<file path="config.mk">
export PLATFORM = sky130hd
export DESIGN_NAME = ooo_core
export DESIGN_NICKNAME = d
export VERILOG_FILES = /design/src/ooo_pkg.sv /design/src/alu_stage.sv /design/src/map_table.sv /design/src/ooo_core.sv /design/src/rob.sv /design/src/rs.sv /design/src/rs_entry.sv
export SDC_FILE = /design/constraint.sdc
export NUM_CORES = 2
export LEC_CHECK = 0
export ABC_CLOCK_PERIOD_IN_PS = 19900
export BUFFER_PORTS_ARGS = -buffer_cell sky130_fd_sc_hd__buf_4
export CORE_MARGIN = 3
export CORE_UTILIZATION = 55
export CTS_CLUSTER_DIAMETER = 50
export DETAILED_ROUTE_END_ITERATION = 7
export PLACE_DENSITY = 0.75
export SKIP_LAST_GASP = 1
export SYNTH_ARGS = -nofsm -noshare
export SYNTH_HDL_FRONTEND = slang
export SYNTH_SLANG_ARGS = --single-unit
</file>
<file path="constraint.sdc">
create_clock -name clock -period 19.9 [get_ports clock]
set_input_delay 0.995 -clock clock [delete_from_list [all_inputs] [get_ports clock]]
set_output_delay 0.995 -clock clock [all_outputs]
set_load 0.03 [all_outputs]
</file>
<file path="src/ooo_pkg.sv">
//////////////////////////////////////////////////
// shared types and packets for the out-of-order core slice
// every stage refers to these by ooo_pkg:: scoped names
//////////////////////////////////////////////////

package ooo_pkg;

    parameter int xlen = 32;                      // datapath width

    typedef logic [xlen-1:0] data_t;              // operand / result word
    typedef logic [2:0]      arch_reg_t;          // 8 architectural regs
    typedef logic [3:0]      rob_tag_t;           // rob index, depth <= 16
    typedef logic [2:0]      alu_op_t;

    //////////////////////////////////////////////////
    // operation codes
    //////////////////////////////////////////////////
    localparam alu_op_t op_li  = 3'd0;            // dest = imm
    localparam alu_op_t op_add = 3'd1;
    localparam alu_op_t op_sub = 3'd2;            // wraps
    localparam alu_op_t op_and = 3'd3;
    localparam alu_op_t op_or  = 3'd4;
    localparam alu_op_t op_xor = 3'd5;

    //////////////////////////////////////////////////
    // packets between stages
    //////////////////////////////////////////////////

    // decoded instruction at the dispatch port
    typedef struct packed {
        alu_op_t   op;
        arch_reg_t dest;
        arch_reg_t src1;
        arch_reg_t src2;                          // unused by li
        data_t     imm;                           // li only
    } dispatch_packet_t;

    // source operand, either a value or a pending tag
    typedef struct packed {
        logic     ready;
        rob_tag_t tag;                            // producer when not ready
        data_t    value;
    } operand_t;

    // rs -> execute
    typedef struct packed {
        logic     valid;
        alu_op_t  op;
        rob_tag_t tag;
        data_t    opa;
        data_t    opb;
    } issue_packet_t;

    // result broadcast
    typedef struct packed {
        logic     valid;
        rob_tag_t tag;
        data_t    value;
    } cdb_packet_t;

    // in-order retirement record
    typedef struct packed {
        logic      valid;
        arch_reg_t dest;
        data_t     value;
    } commit_packet_t;

endpackage

</file>
<file path="src/alu_stage.sv">
//////////////////////////////////////////////////
// single-cycle execute stage, result registered onto the cdb
//////////////////////////////////////////////////
`timescale 1ns/10ps

module alu_stage (
    input  logic                   clock,
    input  logic                   reset,
    input  ooo_pkg::issue_packet_t issue,
    output ooo_pkg::cdb_packet_t   cdb
);
    ooo_pkg::data_t result;

    always_comb begin
        case (issue.op)
            ooo_pkg::op_li:  result = issue.opa;   // imm passed through
            ooo_pkg::op_add: result = issue.opa + issue.opb;
            ooo_pkg::op_sub: result = issue.opa - issue.opb;
            ooo_pkg::op_and: result = issue.opa & issue.opb;
            ooo_pkg::op_or:  result = issue.opa | issue.opb;
            ooo_pkg::op_xor: result = issue.opa ^ issue.opb;
            default:         result = '0;          // unused codes
        endcase
    end

    // one broadcast per cycle, never stalls
    always_ff @(posedge clock) begin
        if (reset) cdb.valid <= 1'b0;
        else       cdb.valid <= issue.valid;
        cdb.tag   <= issue.tag;
        cdb.value <= result;
    end

endmodule

</file>
<file path="src/map_table.sv">
//////////////////////////////////////////////////
// register map table: value or producer tag per register
// renames dest at dispatch, reads sources with cdb bypass
//////////////////////////////////////////////////
`timescale 1ns/10ps

module map_table (
    input  logic                      clock,
    input  logic                      reset,
    input  logic                      dispatch_fire,
    input  ooo_pkg::dispatch_packet_t dispatch,
    input  ooo_pkg::rob_tag_t         alloc_tag,
    input  ooo_pkg::cdb_packet_t      cdb,
    output ooo_pkg::operand_t         src1,
    output ooo_pkg::operand_t         src2
);
    localparam int num_regs = 2 ** $bits(ooo_pkg::arch_reg_t);

    logic              reg_ready [num_regs];      // value present
    ooo_pkg::rob_tag_t reg_tag   [num_regs];      // latest producer
    ooo_pkg::data_t    reg_value [num_regs];

    // current state of one register, plus same-cycle cdb hit
    function automatic ooo_pkg::operand_t lookup(input ooo_pkg::arch_reg_t r);
        ooo_pkg::operand_t opnd;
        opnd.ready = reg_ready[r];
        opnd.tag   = reg_tag[r];
        opnd.value = reg_value[r];
        if (!reg_ready[r] && cdb.valid && (cdb.tag == reg_tag[r])) begin
            opnd.ready = 1'b1;                     // bypass
            opnd.value = cdb.value;
        end
        return opnd;
    endfunction

    // read before rename, so src == dest sees the old producer
    always_comb begin
        src1 = lookup(dispatch.src1);
        src2 = lookup(dispatch.src2);
    end

    always_ff @(posedge clock) begin
        if (reset) begin
            for (int i = 0; i < num_regs; i++) begin
                reg_ready[i] <= 1'b1;
                reg_tag[i]   <= '0;
                reg_value[i] <= '0;
            end
        end else begin
            // capture only while still waiting on that exact tag
            for (int i = 0; i < num_regs; i++) begin
                if (cdb.valid && !reg_ready[i] && (reg_tag[i] == cdb.tag)) begin
                    reg_ready[i] <= 1'b1;
                    reg_value[i] <= cdb.value;
                end
            end
            if (dispatch_fire) begin               // later rename wins
                reg_ready[dispatch.dest] <= 1'b0;
                reg_tag[dispatch.dest]   <= alloc_tag;
            end
        end
    end

endmodule

</file>
<file path="src/ooo_core.sv">
//////////////////////////////////////////////////
// top of the core slice: dispatch in, commit out
// map table, rob, rs and alu joined by the cdb
//////////////////////////////////////////////////
`timescale 1ns/10ps

module ooo_core #(
    parameter int rs_depth  = 4,
    parameter int rob_depth = 8
) (
    input  logic                      clock,
    input  logic                      reset,
    input  logic                      dispatch_valid,
    input  ooo_pkg::dispatch_packet_t dispatch,
    output logic                      dispatch_ready,
    output ooo_pkg::commit_packet_t   commit
);
    logic                   dispatch_fire;
    logic                   rs_free;
    logic                   rob_full;
    ooo_pkg::rob_tag_t      alloc_tag;
    ooo_pkg::rob_tag_t      rob_head;
    ooo_pkg::operand_t      src1;
    ooo_pkg::operand_t      src2;
    ooo_pkg::issue_packet_t issue;
    ooo_pkg::cdb_packet_t   cdb;

    // back-pressure only here
    assign dispatch_ready = rs_free && !rob_full;
    assign dispatch_fire  = dispatch_valid && dispatch_ready;

    map_table i_map_table (
        .clock         (clock),
        .reset         (reset),
        .dispatch_fire (dispatch_fire),
        .dispatch      (dispatch),
        .alloc_tag     (alloc_tag),
        .cdb           (cdb),
        .src1          (src1),
        .src2          (src2)
    );

    rob #(.rob_depth(rob_depth)) i_rob (
        .clock         (clock),
        .reset         (reset),
        .dispatch_fire (dispatch_fire),
        .dest          (dispatch.dest),
        .cdb           (cdb),
        .alloc_tag     (alloc_tag),
        .rob_full      (rob_full),
        .rob_head      (rob_head),
        .commit        (commit)
    );

    rs #(.rs_depth(rs_depth)) i_rs (
        .clock         (clock),
        .reset         (reset),
        .dispatch_fire (dispatch_fire),
        .dispatch      (dispatch),
        .alloc_tag     (alloc_tag),
        .src1          (src1),
        .src2          (src2),
        .cdb           (cdb),
        .rob_head      (rob_head),
        .rs_free       (rs_free),
        .issue         (issue)
    );

    alu_stage i_alu (
        .clock (clock),
        .reset (reset),
        .issue (issue),
        .cdb   (cdb)
    );

endmodule

</file>
<file path="src/rob.sv">
//////////////////////////////////////////////////
// circular reorder buffer
// hands out tags at the tail, retires done entries at the head
//////////////////////////////////////////////////
`timescale 1ns/10ps

module rob #(
    parameter int rob_depth = 8
) (
    input  logic                    clock,
    input  logic                    reset,
    input  logic                    dispatch_fire,
    input  ooo_pkg::arch_reg_t      dest,
    input  ooo_pkg::cdb_packet_t    cdb,
    output ooo_pkg::rob_tag_t       alloc_tag,
    output logic                    rob_full,
    output ooo_pkg::rob_tag_t       rob_head,
    output ooo_pkg::commit_packet_t commit
);
    localparam int idx_w = (rob_depth > 1) ? $clog2(rob_depth) : 1;
    localparam ooo_pkg::rob_tag_t last_tag = ooo_pkg::rob_tag_t'(rob_depth - 1);

    ooo_pkg::arch_reg_t dest_q  [rob_depth];
    logic               done_q  [rob_depth];      // result captured
    ooo_pkg::data_t     value_q [rob_depth];

    ooo_pkg::rob_tag_t                  head;
    ooo_pkg::rob_tag_t                  tail;
    logic [$bits(ooo_pkg::rob_tag_t):0] count;    // 0 .. rob_depth
    logic                               retire;

    function automatic ooo_pkg::rob_tag_t next_ptr(input ooo_pkg::rob_tag_t ptr);
        return (ptr == last_tag) ? '0 : ptr + 1'b1;
    endfunction

    assign alloc_tag = tail;
    assign rob_head  = head;
    assign rob_full  = (count == rob_depth);

    // head goes out as soon as it is done, no stall
    always_comb begin
        commit.valid = (count != '0) && done_q[head[idx_w-1:0]];
        commit.dest  = dest_q[head[idx_w-1:0]];
        commit.value = value_q[head[idx_w-1:0]];
    end
    assign retire = commit.valid;

    //////////////////////////////////////////////////
    // pointers, count, done bits
    //////////////////////////////////////////////////
    always_ff @(posedge clock) begin
        if (reset) begin
            head  <= '0;
            tail  <= '0;
            count <= '0;
            for (int i = 0; i < rob_depth; i++) done_q[i] <= 1'b0;
        end else begin
            if (cdb.valid) done_q[cdb.tag[idx_w-1:0]] <= 1'b1;
            if (dispatch_fire) begin
                done_q[tail[idx_w-1:0]] <= 1'b0;   // fresh entry waits
                tail <= next_ptr(tail);
            end
            if (retire) head <= next_ptr(head);
            case ({dispatch_fire, retire})
                2'b10:   count <= count + 1'b1;
                2'b01:   count <= count - 1'b1;
                default: count <= count;           // none or both
            endcase
        end
    end

    // payload
    always_ff @(posedge clock) begin
        if (dispatch_fire) dest_q[tail[idx_w-1:0]] <= dest;
        if (cdb.valid) value_q[cdb.tag[idx_w-1:0]] <= cdb.value;
    end

endmodule

</file>
<file path="src/rs.sv">
//////////////////////////////////////////////////
// reservation station: array of rs_entry slots
// first-free allocation, oldest-ready issue from rob head
//////////////////////////////////////////////////
`timescale 1ns/10ps

module rs #(
    parameter int rs_depth = 4
) (
    input  logic                      clock,
    input  logic                      reset,
    input  logic                      dispatch_fire,
    input  ooo_pkg::dispatch_packet_t dispatch,
    input  ooo_pkg::rob_tag_t         alloc_tag,
    input  ooo_pkg::operand_t         src1,
    input  ooo_pkg::operand_t         src2,
    input  ooo_pkg::cdb_packet_t      cdb,
    input  ooo_pkg::rob_tag_t         rob_head,
    output logic                      rs_free,
    output ooo_pkg::issue_packet_t    issue
);
    logic [rs_depth-1:0]    slot_load;
    logic [rs_depth-1:0]    slot_clear;
    logic [rs_depth-1:0]    slot_busy;
    logic [rs_depth-1:0]    slot_ready;
    ooo_pkg::issue_packet_t slot_entry [rs_depth];
    ooo_pkg::operand_t      opa;
    ooo_pkg::operand_t      opb;

    //////////////////////////////////////////////////
    // operand forming
    //////////////////////////////////////////////////
    always_comb begin
        opa = src1;
        opb = src2;
        if (dispatch.op == ooo_pkg::op_li) begin   // no sources, imm goes in opa
            opa.ready = 1'b1;
            opa.tag   = '0;
            opa.value = dispatch.imm;
            opb.ready = 1'b1;
            opb.tag   = '0;
            opb.value = '0;
        end
    end

    for (genvar g = 0; g < rs_depth; g++) begin : g_slot
        rs_entry i_entry (
            .clock (clock),
            .reset (reset),
            .load  (slot_load[g]),
            .clear (slot_clear[g]),
            .op    (dispatch.op),
            .tag   (alloc_tag),
            .opa   (opa),
            .opb   (opb),
            .cdb   (cdb),
            .busy  (slot_busy[g]),
            .ready (slot_ready[g]),
            .entry (slot_entry[g])
        );
    end

    //////////////////////////////////////////////////
    // issue select, smallest distance from head
    //////////////////////////////////////////////////
    // tag - head in tag width keeps program order for any depth <= 16
    always_comb begin
        ooo_pkg::rob_tag_t age;
        ooo_pkg::rob_tag_t best_age;
        issue      = '0;
        slot_clear = '0;
        best_age   = '1;
        for (int i = 0; i < rs_depth; i++) begin
            age = slot_entry[i].tag - rob_head;
            if (slot_ready[i] && (!issue.valid || (age < best_age))) begin
                issue         = slot_entry[i];     // valid rides along
                best_age      = age;
                slot_clear    = '0;
                slot_clear[i] = 1'b1;
            end
        end
    end

    // first slot that is empty or being vacated by issue
    always_comb begin
        slot_load = '0;
        rs_free   = 1'b0;
        for (int i = 0; i < rs_depth; i++) begin
            if (!rs_free && (!slot_busy[i] || slot_clear[i])) begin
                slot_load[i] = dispatch_fire;
                rs_free      = 1'b1;
            end
        end
    end

endmodule

</file>
<file path="src/rs_entry.sv">
//////////////////////////////////////////////////
// one reservation station slot
// holds an op until both operands arrive from the cdb
//////////////////////////////////////////////////
`timescale 1ns/10ps

module rs_entry (
    input  logic                   clock,
    input  logic                   reset,
    input  logic                   load,          // dispatch into this slot
    input  logic                   clear,         // issued this cycle
    input  ooo_pkg::alu_op_t       op,
    input  ooo_pkg::rob_tag_t      tag,
    input  ooo_pkg::operand_t      opa,
    input  ooo_pkg::operand_t      opb,
    input  ooo_pkg::cdb_packet_t   cdb,
    output logic                   busy,
    output logic                   ready,
    output ooo_pkg::issue_packet_t entry
);
    ooo_pkg::alu_op_t  op_q;
    ooo_pkg::rob_tag_t tag_q;
    ooo_pkg::operand_t opa_q;
    ooo_pkg::operand_t opb_q;

    // tag match against the broadcast
    function automatic ooo_pkg::operand_t wake(input ooo_pkg::operand_t o);
        ooo_pkg::operand_t w;
        w = o;
        if (!o.ready && cdb.valid && (cdb.tag == o.tag)) begin
            w.ready = 1'b1;
            w.value = cdb.value;
        end
        return w;
    endfunction

    always_ff @(posedge clock) begin
        if (reset)      busy <= 1'b0;
        else if (load)  busy <= 1'b1;              // refill beats clear
        else if (clear) busy <= 1'b0;
    end

    always_ff @(posedge clock) begin
        if (load) begin
            op_q  <= op;
            tag_q <= tag;
            opa_q <= opa;                          // already bypassed upstream
            opb_q <= opb;
        end else begin
            opa_q <= wake(opa_q);
            opb_q <= wake(opb_q);
        end
    end

    assign ready = busy && opa_q.ready && opb_q.ready;

    always_comb begin
        entry.valid = ready;
        entry.op    = op_q;
        entry.tag   = tag_q;
        entry.opa   = opa_q.value;
        entry.opb   = opb_q.value;
    end

endmodule

</file>
==> flow_summary_export.csv <==
group,metric,value,unit
die,core-area,87600,um^2
worst_setup_path,worst_setup_path_start_kind,"flop",
clock_network,cts_hold_buf,0,
grt,grt_pass1_vias,32500,
worst_setup_path,arrival,13.58,ns
worst_hold_path,hold_class,"reg -> reg",
cells_and_area,final_util,61.9,%
logic_synthesis,synth_fa_ha_area_share,3.31,%
power,leakagePower,19.9,nW
logic_synthesis,synth_ff_type,"edfxtp_1",
timing,finalSetupTns,0,ns
status,status,"finished, final reports clean",
grt,grt_pass1_wl,200,mm
clock_network,cts.sinks,965,
logic_synthesis,synth_compound_area_share,9.04,%
logic_synthesis,ys_ff_latch,965,
drt,wire_per_inst,26.2,um
timing,setup_violations,0,
logic_synthesis,synth_seq_area_share,57.6,%
clock_network,cts_buffers,104,
worst_setup_path,path_max_fanout,83,
logic_synthesis,yosys-mux-area-fraction,14.6,%
drt,vias,32700,
worst_setup_path,cp_num_buf_inv,4,
die,die_area,92700,um^2
clock_network,clk_pin_slew,0.07,ns
timing,fmax,76.8,MHz
run,maxCapViolations,0,
place,port_buffers,83,
timing,worstMarginPinSlew,1.25,ns
die,die_x,305,um
worst_setup_path,cp-end-kind,"flop",
logic_synthesis,synth_top_family_by_area,"multiplexers",
clock_network,postCtsSetupRepairBufs,0,
worst_setup_path,worstSetupPathType,"reg -> reg",
worst_setup_path,cp_slowest_cell,"buf_4",
timing,slew_headroom,16.0,%
logic_synthesis,avgSynthCellArea,12.9,um^2
logic_synthesis,yosysWarningCount,0,
timing,layout_min_cycle_time,13.02,ns
grt,track_usage,28.2,%
drt,totalWireLength,132,mm
grt,grt_max_degree,84,
timing,timing.final.crit_share,65.5,%
worst_setup_path,r2r_start,"i_rob.rob_head[0]",
grt,grt_overflow_total,0,
worst_setup_path,cp.required,20.45,ns
worst_hold_path,hp-start,"i_rob.done_q[4]",
place,post-dp-hpwl,83.6,mm
timing,slew_violations,0,
logic_synthesis,synthXorXnorAreaFrac,2.47,%
clock_network,cts_resized,0,
drt,drt_iter0_drc,3785,
die,ioPinCount,84,
drt,ant_nets,0,
clock_network,cts_buffer_depth,3,
worst_setup_path,worst_path_most_repeated_cell,"ha_1",
logic_synthesis,synth-simple-area-share,9.49,%
cells_and_area,areaGrowthSynthToFinish,10.6,%
die,core.rowCount,108,
drt,post_drt_via_cell_ratio,6.47,
cells_and_area,drive_gt1_share,18.6,%
cells_and_area,final_nets,3977,
place,gp_congestion,0.937,
logic_synthesis,synthArstFlopShare,0,%
worst_setup_path,slowest_delay,0.77,ns
logic_synthesis,syn_nets,3977,
logic_synthesis,synth_edf_count,892,
clock_network,clock_latency,0.68,ns
clock_network,cts_tree,"yes",
grt,antenna_found_initial,4,
die,start_util,56.0,%
drt,drc,0,
cells_and_area,antennaDiodeCount,0,
logic_synthesis,ys_types,86,
timing,rsz0062_at_grt,"no",
drt,drtPass1Iterations,7,
power,p_per_area,105,nW/um^2
worst_setup_path,crit_family,"compound AO/OA/AOI/OAI gates",
power,ir_drop,69.6,uV
timing,finClkSkew,0.0282,ns
die,die_h,305,um
clock_network,root_buffer,"clkbuf_16",
worst_setup_path,worstSetupStartpoint,"i_rob.rob_head[0]",
logic_synthesis,syn-cell-area,49000,um^2
clock_network,htreeDepth,3,
logic_synthesis,netlist_instances,3804,
timing,finalHoldViolCount,0,
## per-layer routing
| metal | GRT usage [%] | wire length (um) | up-vias |
|---|---|---|---|
| li1 | - | - | 14300 |
| met3 | 5.95 | 15800 | 257 |
| met4 | 9.67 | 3880 | 0 |
| met1 | 38.9 | 50100 | 16100 |
| met5 | 0 | 0 | - |
| met2 | 44.8 | 62400 | 1943 |
## per-stage QoR
| step | cell area (um^2) | power [mW] | std cells | setup WS, ns | hold slack, ns |
|---|---|---|---|---|---|
| 2_1_floorplan | 49000 | 3.35 | 3804 | 8.10 | 0.458 |
| 6_report | 54200 | 5.71 | 5044 | 6.88 | 0.492 |
| 5_1_grt | 54200 | 5.92 | 5044 | 5.86 | 0.519 |
| 3_3_place_gp | 50700 | 3.70 | 4853 | 7.58 | 0.475 |
| 3_5_place_dp | 50700 | 3.73 | 4853 | 7.21 | 0.479 |
| 4_1_cts | 54200 | 5.69 | 5044 | 7.14 | 0.493 |
## synth_stat cells (all sizes together) (7+ instances only)
| master | n | share of area, % |
|---|---|---|
| and3 | 11 | 0.14 |
| a41o | 7 | 0.14 |
| o211ai | 8 | 0.12 |
| nand3 | 49 | 0.50 |
| nor2 | 441 | 3.4 |
| ha | 120 | 3.1 |
| or2 | 22 | 0.28 |
| nor3b | 8 | 0.12 |
| buf | 95 | 1.0 |
| nand2 | 344 | 2.6 |
| a221o | 9 | 0.18 |
| nor2b | 7 | 0.094 |
| xor2 | 47 | 0.84 |
| nor4 | 7 | 0.13 |
| a31oi | 22 | 0.28 |
| a211oi | 68 | 1.0 |
| a22oi | 80 | 1.2 |
| a21oi | 176 | 1.8 |
| inv | 136 | 1.0 |
| o21a | 12 | 0.18 |
| xnor2 | 91 | 1.6 |
| nor3 | 39 | 0.42 |
| edfxtp | 892 | 55 |
| mux2i | 109 | 2.2 |
| or3 | 9 | 0.11 |
| o21ai | 152 | 1.6 |
| mux2 | 99 | 2.3 |
| mux4 | 220 | 10 |
| a32oi | 9 | 0.16 |
| a21o | 22 | 0.34 |
| dfxtp | 73 | 3.0 |
| and2 | 40 | 0.51 |
| o2111ai | 16 | 0.29 |
| o22ai | 7 | 0.089 |
| clkbuf | 180 | 1.4 |
| nand4 | 12 | 0.15 |
| o221ai | 18 | 0.32 |
| nand2b | 48 | 0.61 |
## worst reg2reg max path, delay by kind of cell (launching register included)
family | cells | cell delay (ns)
AOI/OAI and AO/OA | 21 | 5.50
buffers and inverters | 4 | 1.79
xor gates and xnor gates | 1 | 0.16
and+or+nand+nor | 14 | 3.16
adders and majority gates | 6 | 1.76
DFF | 1 | 0.51
## worst paths after layout
path,to,slack (ns),cells past startpoint
setup reg to reg,i_alu.cdb[29],6.88,46
hold / removal,i_rob.done_q[4],0.49,2
setup / recovery,i_alu.cdb[29],6.88,46
hold reg to reg,i_rob.done_q[4],0.49,2
## kinds of logic (layout without fill, tap and decap cells)
logic type	count (synthesis)	count (layout)
buffers and inverters	413	498
AND/OR/NAND/NOR	1058	1058
multiplexers	428	428
AO/OA/AOI/OAI	676	676
adder cells (fa/ha/maj)	126	126
flip-flops	965	965
XOR/XNOR	138	138
## report_power, final
part	total (mW)	leakage, nW	switching [mW]	internal [mW]
clock	1.97	1.71	0.812	1.16
combinational	1.15	9.05	0.732	0.422
sequential	2.58	9.18	0.108	2.47
total	5.71	19.9	1.65	4.06
## cell usage in the layout (no fill, tap or decap), drive strengths merged, types with 91 or more instances in the layout
master	Yosys	routed
xnor2	91	91
mux4	220	220
mux2	99	99
nor2	441	441
nand2	344	344
clkbuf	180	131
mux2i	109	109
o21ai	152	152
ha	120	120
buf	95	169
inv	136	151
edfxtp	892	892
a21oi	176	176
## state kept, by name, indices dropped and copies added (netlist names), 5 cells and up, named ones only
signal and count:
i_map_table.reg_value 256, i_rob.value_q 256, i_rs.g_slot.i_entry.entry 256, i_alu.cdb 37, i_map_table.reg_tag 32, i_rob.dest_q 24, i_rs.g_slot.i_entry.opa_q 20, i_rs.g_slot.i_entry.opb_q 20
i_rs.g_slot.i_entry.tag_q 16, i_rs.g_slot.i_entry.op_q 12, i_map_table.reg_ready 8, i_rob.done_q 8, i_rob.count 5
## layout make-up
type	instances	area, um^2
multi-input cells	2426	19200
fillers	6562	33400
well taps	1155	1450
clock inverters	60	681
repair buffers	169	1270
flip-flops and latches	965	28300
inverters	138	520
clock buffers	131	2840
(Power assumes the default switching activity.)
